### config.mk
export PLATFORM = sky130hd
export DESIGN_NAME = hisBuilder
export DESIGN_NICKNAME = d
export VERILOG_FILES = /design/src/verilog/hisPkg.sv /design/src/verilog/acqTimer.sv /design/src/verilog/hisControl.sv /design/src/verilog/binMemory.sv /design/src/verilog/peakFinder.sv /design/src/verilog/hisBuilder.sv
export SDC_FILE = /design/constraint.sdc
export NUM_CORES = 1
export LEC_CHECK = 0
export BUFFER_PORTS_ARGS = -buffer_cell sky130_fd_sc_hd__buf_2
export CAP_MARGIN = 0
export CORE_MARGIN = 8
export CORE_UTILIZATION = 45
export DETAILED_ROUTE_END_ITERATION = 10
export SLEW_MARGIN = 20
export SYNTH_ARGS = -nofsm -noshare
export SYNTH_HDL_FRONTEND = slang
export SYNTH_SLANG_ARGS = --single-unit
### constraint.sdc
create_clock -name clk -period 5.5 [get_ports clk]
set_clock_uncertainty 0.1 [all_clocks]
set_input_delay 1.1 -clock clk [delete_from_list [all_inputs] [get_ports clk]]
set_output_delay 1.1 -clock clk [all_outputs]
set_load 0.005 [all_outputs]
### src/verilog/hisPkg.sv
package hisPkg;

    // histogram geometry
    localparam int numBins    = 32;   // fine mode, one bin per time code
    localparam int coarseBins = 16;   // coarse mode, code pairs merged

    // acquisition window length in clock cycles
    localparam int acqCycles  = 200;

    // a bin stops counting here
    localparam int countMax   = 63;

    // bin index or raw time code
    typedef logic [4:0] binT;

    // bin count, wide enough for countMax
    typedef logic [5:0] countT;

    // pixel index, wraps after 8 pixels
    typedef logic [2:0] pixelT;

    // one bin of the scan stream, also used for the peak
    typedef struct packed {
        pixelT pixel;
        binT   bin;
        countT count;
    } binReportT;

    // histogram sequencing
    typedef enum logic [1:0] {
        accum,   // window open, hits counted
        scan,    // one bin read per cycle
        clear    // flags dropped, next pixel
    } hisStateT;

endpackage

### src/verilog/acqTimer.sv
`timescale 1ns/100ps

module acqTimer (
    input  logic clk,
    input  logic res,
    input  logic run,        // high while the window is open
    output logic windowEnd   // last cycle of the window
);

    logic [7:0] cycleCount;
    logic       lastCycle;

    // window length only lives here
    assign lastCycle = (cycleCount == 8'(hisPkg::acqCycles - 1));

    always_ff @(posedge clk or negedge res) begin
        if (!res) begin
            cycleCount <= '0;
        end else if (!run) begin
            cycleCount <= '0;          // restart for the next window
        end else if (lastCycle) begin
            cycleCount <= '0;
        end else begin
            cycleCount <= cycleCount + 8'd1;
        end
    end

    // only meaningful while counting
    assign windowEnd = run && lastCycle;

endmodule

### src/verilog/hisControl.sv
`timescale 1ns/100ps

module hisControl (
    input  logic          clk,
    input  logic          res,
    input  logic          coarse,        // mode request for the next window
    input  logic          windowEnd,
    output logic          accumulating,
    output logic          coarseMode,
    output logic          scanRead,
    output hisPkg::binT   scanAddr,
    output logic          scanLast,
    output logic          clearHist,
    output hisPkg::pixelT pixel,
    output logic          run
);

    hisPkg::hisStateT state;
    hisPkg::hisStateT stateNext;
    hisPkg::binT      lastBin;

    // last scan address depends on the mode of this window
    assign lastBin = coarseMode ? hisPkg::binT'(hisPkg::coarseBins - 1)
                                : hisPkg::binT'(hisPkg::numBins - 1);

    assign accumulating = (state == hisPkg::accum);
    assign run          = accumulating;               // timer follows the window
    assign scanRead     = (state == hisPkg::scan);
    assign scanLast     = scanRead && (scanAddr == lastBin);
    assign clearHist    = (state == hisPkg::clear);

    always_comb begin
        stateNext = state;
        case (state)
            hisPkg::accum: begin
                if (windowEnd) begin
                    stateNext = hisPkg::scan;
                end
            end
            hisPkg::scan: begin
                if (scanLast) begin
                    stateNext = hisPkg::clear;
                end
            end
            hisPkg::clear: begin
                stateNext = hisPkg::accum;      // always a single cycle
            end
            default: begin
                stateNext = hisPkg::accum;
            end
        endcase
    end

    always_ff @(posedge clk or negedge res) begin
        if (!res) begin
            state <= hisPkg::accum;
        end else begin
            state <= stateNext;
        end
    end

    // scan address steps only while scanning
    always_ff @(posedge clk or negedge res) begin
        if (!res) begin
            scanAddr <= '0;
        end else if (scanRead && !scanLast) begin
            scanAddr <= scanAddr + hisPkg::binT'(1);
        end else begin
            scanAddr <= '0;
        end
    end

    // mode and pixel move on in the clear cycle
    always_ff @(posedge clk or negedge res) begin
        if (!res) begin
            coarseMode <= 1'b0;         // first window is fine mode
            pixel      <= '0;
        end else if (clearHist) begin
            coarseMode <= coarse;
            pixel      <= pixel + hisPkg::pixelT'(1);   // wraps after 8
        end
    end

endmodule

### src/verilog/binMemory.sv
`timescale 1ns/100ps

module binMemory (
    input  logic              clk,
    input  logic              res,
    input  logic              hit,
    input  hisPkg::binT       hitBin,
    input  logic              accumulating,
    input  logic              coarseMode,
    input  logic              scanRead,
    input  hisPkg::binT       scanAddr,
    input  logic              scanLast,
    input  hisPkg::pixelT     pixel,
    input  logic              clearHist,
    output hisPkg::binReportT binReport,
    output logic              binValid,
    output logic              binLast
);

    hisPkg::countT              counts [hisPkg::numBins];
    logic [hisPkg::numBins-1:0] binOk;       // lazy clear flags

    hisPkg::binT   hitIdx;
    hisPkg::countT hitCount;
    hisPkg::countT newCount;
    logic          doHit;
    hisPkg::countT readCount;

    assign doHit = hit && accumulating;

    // coarse mode merges code pairs by dropping the lsb
    assign hitIdx = coarseMode ? {1'b0, hitBin[4:1]} : hitBin;

    assign hitCount = counts[hitIdx];

    always_comb begin
        if (!binOk[hitIdx]) begin
            newCount = hisPkg::countT'(1);           // first hit since clear
        end else if (hitCount == hisPkg::countT'(hisPkg::countMax)) begin
            newCount = hitCount;                     // saturated
        end else begin
            newCount = hitCount + hisPkg::countT'(1);
        end
    end

    // counter storage, contents only trusted where the flag is set
    always_ff @(posedge clk) begin
        if (doHit) begin
            counts[hitIdx] <= newCount;
        end
    end

    always_ff @(posedge clk or negedge res) begin
        if (!res) begin
            binOk <= '0;
        end else if (clearHist) begin
            binOk <= '0;                 // whole histogram cleared at once
        end else if (doHit) begin
            binOk[hitIdx] <= 1'b1;
        end
    end

    // stale bins read back as zero
    assign readCount = binOk[scanAddr] ? counts[scanAddr] : '0;

    always_ff @(posedge clk) begin
        if (scanRead) begin
            binReport.pixel <= pixel;
            binReport.bin   <= scanAddr;
            binReport.count <= readCount;
        end
    end

    always_ff @(posedge clk or negedge res) begin
        if (!res) begin
            binValid <= 1'b0;
            binLast  <= 1'b0;
        end else begin
            binValid <= scanRead;        // one cycle behind the read
            binLast  <= scanLast;
        end
    end

endmodule

### src/verilog/peakFinder.sv
`timescale 1ns/100ps

module peakFinder (
    input  logic              clk,
    input  logic              res,
    input  hisPkg::binReportT binReport,
    input  logic              binValid,
    input  logic              binLast,
    output hisPkg::binReportT peakReport,
    output logic              peakValid
);

    hisPkg::binT   bestBin;
    hisPkg::countT bestCount;
    logic          better;

    // strictly greater, so the lower index keeps a tie
    assign better = binReport.count > bestCount;

    always_ff @(posedge clk or negedge res) begin
        if (!res) begin
            bestBin   <= '0;
            bestCount <= '0;
        end else if (binValid && binLast) begin
            bestBin   <= '0;                     // restart for the next scan
            bestCount <= '0;
        end else if (binValid && better) begin
            bestBin   <= binReport.bin;
            bestCount <= binReport.count;
        end
    end

    // last bin still competes in the publishing cycle
    always_ff @(posedge clk) begin
        if (binValid && binLast) begin
            peakReport.pixel <= binReport.pixel;
            peakReport.bin   <= better ? binReport.bin : bestBin;
            peakReport.count <= better ? binReport.count : bestCount;
        end
    end

    always_ff @(posedge clk or negedge res) begin
        if (!res) begin
            peakValid <= 1'b0;
        end else begin
            peakValid <= binValid && binLast;     // one cycle pulse
        end
    end

endmodule

### src/verilog/hisBuilder.sv
`timescale 1ns/100ps

module hisBuilder (
    input  logic              clk,
    input  logic              res,
    input  logic              hit,          // one cycle strobe
    input  hisPkg::binT       hitBin,       // time code, valid with hit
    input  logic              coarse,
    output logic              accumulating,
    output hisPkg::binReportT binReport,
    output logic              binValid,
    output hisPkg::binReportT peakReport,
    output logic              peakValid
);

    logic          run;
    logic          windowEnd;
    logic          coarseMode;
    logic          scanRead;
    hisPkg::binT   scanAddr;
    logic          scanLast;
    logic          clearHist;
    hisPkg::pixelT pixel;
    logic          binLast;

    acqTimer i_timer (
        .clk       (clk),
        .res       (res),
        .run       (run),
        .windowEnd (windowEnd)
    );

    hisControl i_control (
        .clk          (clk),
        .res          (res),
        .coarse       (coarse),
        .windowEnd    (windowEnd),
        .accumulating (accumulating),
        .coarseMode   (coarseMode),
        .scanRead     (scanRead),
        .scanAddr     (scanAddr),
        .scanLast     (scanLast),
        .clearHist    (clearHist),
        .pixel        (pixel),
        .run          (run)
    );

    binMemory i_memory (
        .clk          (clk),
        .res          (res),
        .hit          (hit),
        .hitBin       (hitBin),
        .accumulating (accumulating),
        .coarseMode   (coarseMode),
        .scanRead     (scanRead),
        .scanAddr     (scanAddr),
        .scanLast     (scanLast),
        .pixel        (pixel),
        .clearHist    (clearHist),
        .binReport    (binReport),
        .binValid     (binValid),
        .binLast      (binLast)
    );

    peakFinder i_peak (
        .clk        (clk),
        .res        (res),
        .binReport  (binReport),
        .binValid   (binValid),
        .binLast    (binLast),
        .peakReport (peakReport),
        .peakValid  (peakValid)
    );

endmodule

==> results of run 1 <==
[power by group]
part	switching, µW	internal [µW]
logic	236	113
clock network	880	1300
registers	22.6	2450
[area by class of cell]
| class | instances | area share (%) |
|---|---|---|
| Clock buffer | 37 | 5.43 |
| Timing Repair Buffer | 77 | 3.15 |
| Sequential cell | 285 | 52.6 |
| Clock inverter | 21 | 1.52 |
| Multi-Input combinational cell | 599 | 33.8 |
| Inverter | 15 | 0.360 |
| Tap cell | 396 | 3.16 |
[state kept, by name (all words and copies together) (netlist names)]
name	cells
i_memory.binReport	14
i_memory.counts	192
i_control.state	2
i_peak.peakReport	14
i_memory.binOk	32
i_control.coarseMode	1
i_peak.bestBin	5
i_timer.cycleCount	8
i_peak.bestCount	6
i_memory.binValid	1
i_peak.peakValid	1
i_control.pixel	3
i_memory.binLast	1
i_control.scanAddr	5
[through the flow]
step	hold WS (ns)	cell area, µm²	power (µW)
detailed placement	0.329	14600	2860
floorplan	0.323	13900	2730
finish	0.343	15700	5000
CTS	0.329	15700	5040
global placement	0.327	14600	2850
global route	0.335	15700	5150
[kinds of logic after synthesis]
family | count (synthesis)
flops | 285
xor+xnor | 13
buf+inv | 76
mux | 174
fa+ha+maj | 10
simple gates | 294
compound gates | 108
[layout by cell type, fill, tap and decap left out, types with 8 or more instances in the layout]
cell	n
dfrtp_1	63
ha_1	10
clkbuf_16	33
nand2_1	80
mux2i_1	62
nor2_1	121
mux4_2	82
nor3_1	8
o21ai_0	13
and2_1	11
buf_4	37
mux2_2	20
a22oi_1	13
buf_2	39
inv_1	15
and3_1	8
nand3_1	15
o22ai_1	26
edfxtp_1	220
a21oi_1	11
[metal layers]
layer  vias to the layer above  share of wire [%]  routed length, µm  global-route usage [%]
li1                       3834                  -                  -                       -
met1                      4620                 42              15500                    28.6
met2                       414                 48              17800                    32.9
met3                        66                7.7               2870                    2.74
met4                         0                2.7               1020                    5.98
met5                         -                  0                  0                       0
[cell usage after synthesis, drive strengths merged, types with 3 or more instances]
cell type	count	area, µm²
mux2	25	293
nand3	16	85.1
xor2	7	61.3
nor2	122	460
or3	4	25.0
edfxtp	220	6610
nand4	8	56.3
clkbuf	25	93.8
inv	15	56.3
o21a	3	22.5
a2111oi	6	52.6
mux4	85	1930
a211oi	5	37.5
a32oi	6	52.6
nor3	9	50.1
ha	10	125
a22oi	13	97.6
nor4	9	83.8
nor2b	8	50.1
buf	36	278
a32o	4	40.0
dfrtp	65	1630
o21ai	14	73.8
xnor2	6	52.6
o221ai	3	26.3
and3	8	50.1
mux2i	64	653
nand2b	6	37.5
nand2	80	300
o22ai	26	163
a21oi	13	65.1
and2	12	77.6
[worst max-delay path by stage]
stage / start / slack (ns) / cells after the start / end
detailed placement: hitBin[1] / 0.53 / 11 / i_memory.counts[8][5]
CTS: i_control.coarseMode / 0.86 / 9 / i_memory.counts[13][5]
global route: i_control.coarseMode / 0.98 / 9 / i_memory.counts[11][5]
global placement: hitBin[1] / 0.58 / 11 / i_memory.counts[16][5]
floorplan: hitBin[0] / 1.05 / 11 / i_memory.counts[0][2]
finish: i_control.coarseMode / 1.18 / 9 / i_memory.counts[11][5]
==> run_results.csv, run 1 <==
group,metric,value,unit
clock_network,post_cts_resized,0,
floorplan,floorplan.initialDensity,45.6,%
synth,synth_xor_xnor_area_share,0.818,%
worst_setup_path,crit_arrival,4.45,ns
global_route,grt-ovfl-total,0,
power,ir_drop,0.212,mV
synth,synth-edff-count,220,
worst_setup_path,critPathSlowestCell,"dfrtp_1",
layout,drive_above_1_share,24.5,%
placement,placedCellCount,1372,
timing,finalCritPeriodShare,78.6,%
floorplan,core_area,30500,µm²
worst_setup_path,crit_type,"reg2reg",
drt,dr.pass1.iters,5,
synth,synth_area_per_cell,14.5,µm²
layout,num_antenna_cells,0,
drt,remaining_drc_errors,0,
drt,num_vias,8934,
layout,regArea,8240,µm²
floorplan,die_h,192,µm
synth,synthCells,960,
clock_network,postCtsSetupBuffers,0,
layout,nets,1028,
worst_setup_path,slowest_delay,0.90,ns
timing,tightest_slew,1.17,ns
timing,slew_headroom,21.5,%
timing,setup_ws,1.18,ns
layout,area_growth,12.5,%
synth,synth_compound_area_share,5.48,%
timing,grt_setup_unrepaired,"false",
worst_setup_path,r2r_slack,1.18,ns
synth,synth-seq-cells,285,
global_route,grt_pass1_wl,56600,µm
synth,synth_top_family_by_area,"multiplexers",
clock_network,cts_buffer_depth,3,
drt,via_per_inst,6.25,
hold_path,hp-class,"in2async",
global_route,antenna_found_initial,1,
worst_setup_path,ff2ff_path_depth,9,
floorplan,die-width,192,µm
outcome,status,"finished clean",
placement,pre_cts_ws,0.526,ns
synth,synth-simple-area-share,9.93,%
clock_network,cts_max_level,1,
drt,antenna_left,0,
clock_network,clock_sinks,285,
clock_network,path_clk_slew,0.06,ns
layout,n_fill_cell,2537,
synth,synth_nets,979,
timing,finalSetupTns,0,ns
floorplan,rows,64,
synth,netlist-cell-type-count,68,
power,power_density,319,nW/µm²
placement,dp_hpwl,25800,µm
clock_network,clk_latency,0.57,ns
worst_setup_path,path_cells,"mux2i_4, buf_4, nor3_1, a2111oi_0, nand4_1, ha_1, and4_1, nand2b_1, o311a_2",
timing,max_freq,231,MHz
layout,stdcell_count,1430,
synth,netlist_area,13900,µm²
timing,slew_violations,0,
synth,ys_seq_area_share,59.2,%
synth,yosysWarnings,0,
worst_setup_path,end_kind,"flip-flop",
power,p_leak,0.00548,µW
synth,async_reset_ff_share,22.8,%
drt,drt_iter0_drc,999,
layout,final_util,51.3,%
drt,drt-total-wl,37300,µm
clock_network,root_buffer,"clkbuf_16",
run,drv_cap,0,
worst_setup_path,path_delay_family,"compound AO/OA/AOI/OAI gates",
synth,yosys_most_used_dff,"edfxtp_1",
synth,muxShareOfSynthArea,20.6,%
timing,setup_violations,0,
timing,finalHoldViolCount,0,
global_route,grt_start_max_net_pins,52,
global_route,grt_pass1_vias,8972,
worst_setup_path,startpoint_type,"flip-flop",
worst_setup_path,crit_fanout,32,
synth,synthAdderAreaFrac,0.899,%
placement,gp_congestion,0.894,
clock_network,cts_inserted_buffers,31,
placement,io_buffers,39,
drt,wl_per_cell,26.1,µm
worst_setup_path,reg2reg_from,"i_control.coarseMode",
timing,period_minus_slack,4.32,ns
floorplan,die_area,36800,µm²
worst_setup_path,cp_num_buf_inv,1,
clock_network,cts_tree,"yes",
layout,multi_input_area,5290,µm²
clock_network,hold_buffers,0,
global_route,grt_use_total,20.4,%
floorplan,num_io_pins,40,
worst_setup_path,required,5.63,ns
worst_setup_path,timing.rr.end,"i_memory.counts[11][5]",
Power figures use the tool's default switching activity.
==> run 2: changes to the inputs <==
- clock period: 5.5 -> 4 ns (I/O delays scaled with it)
==> run_results.csv, run 2 (synthesis gave the netlist of run 1 again) <==
group,metric,value,unit
global_route,antenna_found_initial,1,
worst_setup_path,crit_type,"reg2reg",
timing,finalCritPeriodShare,91.8,%
layout,num_antenna_cells,0,
global_route,grt-ovfl-total,0,
floorplan,num_io_pins,40,
placement,placedCellCount,1472,
worst_setup_path,end_kind,"flip-flop",
placement,dp_hpwl,27700,µm
layout,top_register,"i_memory.counts",
worst_setup_path,startpoint_type,"flip-flop",
layout,reg.largest.list,"i_memory.counts: 192 flops, i_memory.binOk: 32 flops",
timing,grt_setup_unrepaired,"false",
hold_path,hp-class,"reg2reg",
drt,dr.pass1.iters,5,
global_route,grt_pass1_vias,9435,
global_route,grt_start_max_net_pins,58,
layout,largest_register_ffs,192,
layout,drive_above_1_share,30.5,%
run,drv_cap,0,
worst_setup_path,crit_arrival,3.83,ns
power,p_leak,0.00593,µW
clock_network,cts_buffer_depth,3,
floorplan,floorplan.initialDensity,45.6,%
clock_network,path_clk_slew,0.06,ns
clock_network,postCtsSetupBuffers,0,
drt,drt_iter0_drc,785,
floorplan,die-width,192,µm
drt,via_per_inst,5.96,
clock_network,clock_sinks,285,
power,power_density,401,nW/µm²
clock_network,cts_max_level,1,
timing,period_minus_slack,3.67,ns
global_route,grt_use_total,21.0,%
clock_network,cts_tree,"yes",
drt,antenna_left,0,
placement,gp_congestion,0.925,
layout,nets,1127,
worst_setup_path,crit_fanout,32,
global_route,grt_pass1_wl,58100,µm
timing,slew_headroom,46.8,%
worst_setup_path,required,4.15,ns
floorplan,rows,64,
timing,tightest_slew,0.791,ns
floorplan,core_area,30500,µm²
placement,dpl_cell_area,15400,µm²
outcome,status,"finished clean",
drt,num_vias,9098,
layout,fin_area,16400,µm²
power,ir_drop,0.283,mV
layout,stdcell_count,1527,
floorplan,die_h,192,µm
timing,hold_ws,0.334,ns
drt,drt-total-wl,38200,µm
layout,final_util,53.6,%
timing,setup_violations,0,
placement,io_buffers,39,
layout,final_cell_mix,"edfxtp_1, buf_4, nor2_1",
layout,area_growth,17.5,%
clock_network,clk_latency,0.55,ns
drt,remaining_drc_errors,0,
timing,slew_violations,0,
drt,wl_per_cell,25.0,µm
clock_network,cts_inserted_buffers,29,
layout,final_common_cell,"edfxtp_1",
timing,max_freq,272,MHz
power,finalPower,6550,µW
floorplan,die_area,36800,µm²
clock_network,root_buffer,"clkbuf_16",
timing,finalHoldViolCount,0,
## run 2: power breakdown
group | switching (µW) | internal (µW)
logic | 349 | 233
clock network | 1140 | 1440
registers | 32.1 | 3360
total | 1520 | 5040
## run 2: worst max-delay path: stages (launching register included)
cell,delay (ns)
dfrtp_1,0.54
buf_4,0.22
mux2i_4,0.37
and2_1,0.18
a211oi_1,0.04
nor4_1,0.39
o211a_1,0.26
ha_1,0.17
and4_1,0.23
nand4_2,0.12
mux2i_1,0.18
nor2_4,0.53
## run 2: worst paths after layout
kind	startpoint	endpoint	slack, ns	cells past startpoint
max in group asynchronous	res	i_control.scanAddr[0]	2.23	3
worst max-delay path	i_control.coarseMode	i_memory.counts[20][1]	0.33	11
worst min-delay path	i_memory.binReport[12]	i_peak.peakReport[12]	0.33	0
worst max register to register	i_control.coarseMode	i_memory.counts[20][1]	0.33	11
min in group asynchronous	res	i_peak.peakValid	0.53	2
worst min register to register	i_memory.binReport[12]	i_peak.peakReport[12]	0.33	0
## run 2: routing by layer
| layer | up-vias | GRT usage (%) | routed length (µm) |
|---|---|---|---|
| li1 | 4033 | - | - |
| met1 | 4656 | 28.1 | 15900 |
| met2 | 344 | 35.6 | 18900 |
| met3 | 65 | 2.87 | 2340 |
| met4 | 0 | 5.74 | 1080 |
| met5 | - | 0 | 0 |
## run 2: final cells by class
class | count | area (µm²)
fillers | 2577 | 14200
clock inverters | 15 | 115
multi-input cells | 599 | 5300
repair buffers | 178 | 1370
clock buffers | 39 | 783
inverters | 15 | 56.3
flip-flops and latches | 285 | 8240
well taps | 396 | 495
## run 2: through the flow
step	setup slack [ns]	setup TNS, ns
4_1_cts	0.356	0
3_3_place_gp	-0.176	-5.59
2_1_floorplan	-0.151	-8.79
5_1_grt	0.166	0
6_report	0.326	0
3_5_place_dp	-0.258	-8.24
## run 2: timing repair
| item | in CTS | in global routing |
|---|---|---|
| endpoints found under the hold margin | 8 | 0 |
| hold buffers | 1 | 0 |
| setup endpoints to repair | 32 | 0 |
| resized for setup | 1 | 0 |
==> run 3: changes to the inputs <==
- CORE_UTILIZATION: 45 -> 63
- PLACE_DENSITY: unset -> 0.8
==> run_results.csv, run 3 (synthesis gave the netlist of run 1 again) <==
group,metric,value,unit
outcome,status,"finished clean",
floorplan,num_io_pins,40,
drt,antenna_left,0,
timing,tightest_slew,0.926,ns
drt,drt-total-wl,36100,µm
worst_setup_path,timing.critical_path.mode_cell,"buf_4",
layout,final_util,74.1,%
layout,final_cell_mix,"edfxtp_1, nor2_1, buf_4",
floorplan,die_area,27100,µm²
worst_setup_path,cp-startpoint,"i_control.coarseMode",
worst_setup_path,end_kind,"flip-flop",
global_route,grt_start_max_net_pins,46,
global_route,grt_pass1_vias,9295,
worst_setup_path,cp_num_buf_inv,3,
power,p_seq_share,51.5,%
clock_network,cts_buffer_depth,3,
power,clock_power_share,39.8,%
worst_setup_path,crit_arrival,3.88,ns
clock_network,cts_max_level,1,
clock_network,cts_tree,"yes",
run,drv_cap,0,
power,switching_share,22.3,%
timing,slew_headroom,38.2,%
power,finalPower,6590,µW
timing,max_freq,271,MHz
clock_network,cts_inserted_buffers,28,
layout,area_growth,15.9,%
floorplan,die-width,165,µm
worst_setup_path,reg2reg_from,"i_control.coarseMode",
floorplan,floorplan.initialDensity,64.0,%
timing,finalCritPeriodShare,92.4,%
power,p_leak,0.00586,µW
drt,dr.pass1.iters,6,
layout,largest_register_ffs,192,
drt,num_vias,9361,
clock_network,clock_sinks,285,
timing,grt_setup_unrepaired,"false",
worst_setup_path,critPathSlowestCell,"dfrtp_1",
layout,stdcell_count,1397,
placement,io_buffers,39,
worst_setup_path,startpoint_type,"flip-flop",
placement,dp_hpwl,25700,µm
global_route,antenna_found_initial,1,
hold_path,hp-class,"in2async",
power,p_switching,1470,µW
timing,period_minus_slack,3.70,ns
clock_network,clk_latency,0.55,ns
power,power_density,408,nW/µm²
layout,num_antenna_cells,0,
floorplan,rows,54,
power,intPower,5120,µW
drt,drt_iter0_drc,1033,
worst_setup_path,path_delay_family,"multiplexers",
timing,finalSetupTns,0,ns
layout,reg.largest.list,"i_memory.counts: 192 flops, i_memory.binOk: 32 flops",
layout,final_common_cell,"edfxtp_1",
floorplan,die_h,165,µm
timing,finalHoldViolCount,0,
timing,setup_violations,0,
timing,slew_violations,0,
clock_network,path_clk_slew,0.06,ns
layout,top_register,"i_memory.counts",
power,power_frac_comb,8.7,%
drt,via_per_inst,6.70,
worst_setup_path,crit_type,"reg2reg",
clock_network,root_buffer,"clkbuf_16",
timing,hold_ws,0.136,ns
power,ir_drop,0.368,mV
worst_setup_path,slowest_delay,0.57,ns
worst_setup_path,crit_fanout,32,
global_route,grt_use_total,26.8,%
placement,gp_congestion,0.944,
drt,wl_per_cell,25.8,µm
layout,drive_above_1_share,29.5,%
layout,nets,1114,
worst_setup_path,path_cells,"buf_4, mux2i_4, mux2_2, o22ai_1, nor3_1, o211a_1, ha_1, and4_1, buf_4, nand2b_1, o311a_1, buf_12",
floorplan,core_area,21800,µm²
layout,n_fill_cell,1340,
worst_setup_path,required,4.18,ns
global_route,grt_pass1_wl,54700,µm
drt,remaining_drc_errors,0,
placement,placedCellCount,1345,
global_route,grt-ovfl-total,0,
## run 3: cell count changes in the layout (fill, tap and decap cells not counted), moves of 2 or more
cell / delta
buf_4: -10
clkinv_2: -3
clkinv_4: -3
bufinv_16: +2
clkbuf_1: +2
## run 3: timing repair
item / 4_1_cts / 5_1_grt
resized for setup: 0 / 1
endpoints found under the setup margin: 0 / 32
hold buffers: 0 / 0
setup buffers: 0 / 0
## run 3: power by group through the flow
stage	clock [µW]	combinational [µW]	sequential (µW)
final	2620	570	3390
after global routing	2740	606	3400
after CTS	2630	558	3390
after detailed placement	0	554	3450
after global placement	0	538	3450
after floorplan	0	308	3450
## run 3: final cells by class
cell class / count / area (µm²) / share of cell area (%)
clock inverter: 12 / 149 / 0.923
timing repair buffer: 166 / 1280 / 7.91
inverter: 15 / 56.3 / 0.349
sequential: 285 / 8240 / 51.1
clock buffer: 40 / 766 / 4.75
multi-input combinational: 599 / 5300 / 32.8
tap: 280 / 350 / 2.17
## run 3: final timing paths
| path | end | slack (ns) | depth (start not counted) |
|---|---|---|---|
| max in group asynchronous | i_memory.binOk[9] | 2.93 | 2 |
| worst min register to register | i_peak.peakReport[11] | 0.35 | 0 |
| worst max-delay path | i_memory.counts[3][5] | 0.30 | 12 |
| worst max register to register | i_memory.counts[3][5] | 0.30 | 12 |
| worst min-delay path | i_peak.bestCount[3] | 0.14 | 1 |
| min in group clk | i_peak.peakReport[11] | 0.35 | 0 |
## run 3: per-layer routing
metal  wire [µm]  vias up  global-route usage [%]
met1       13900     4684                    37.0
met4        1400        0                    9.66
met3        3420      114                    4.29
li1            -     4015                       -
met5           0        -                       0
met2       17300      548                    42.9
## run 3: stage by stage
step	area (µm²)	setup WS, ns
6_report	16100	0.304
5_1_grt	16100	0.200
4_1_cts	16100	0.102
3_5_place_dp	15200	-0.0497
3_3_place_gp	15200	0.0485
2_1_floorplan	13900	-0.151
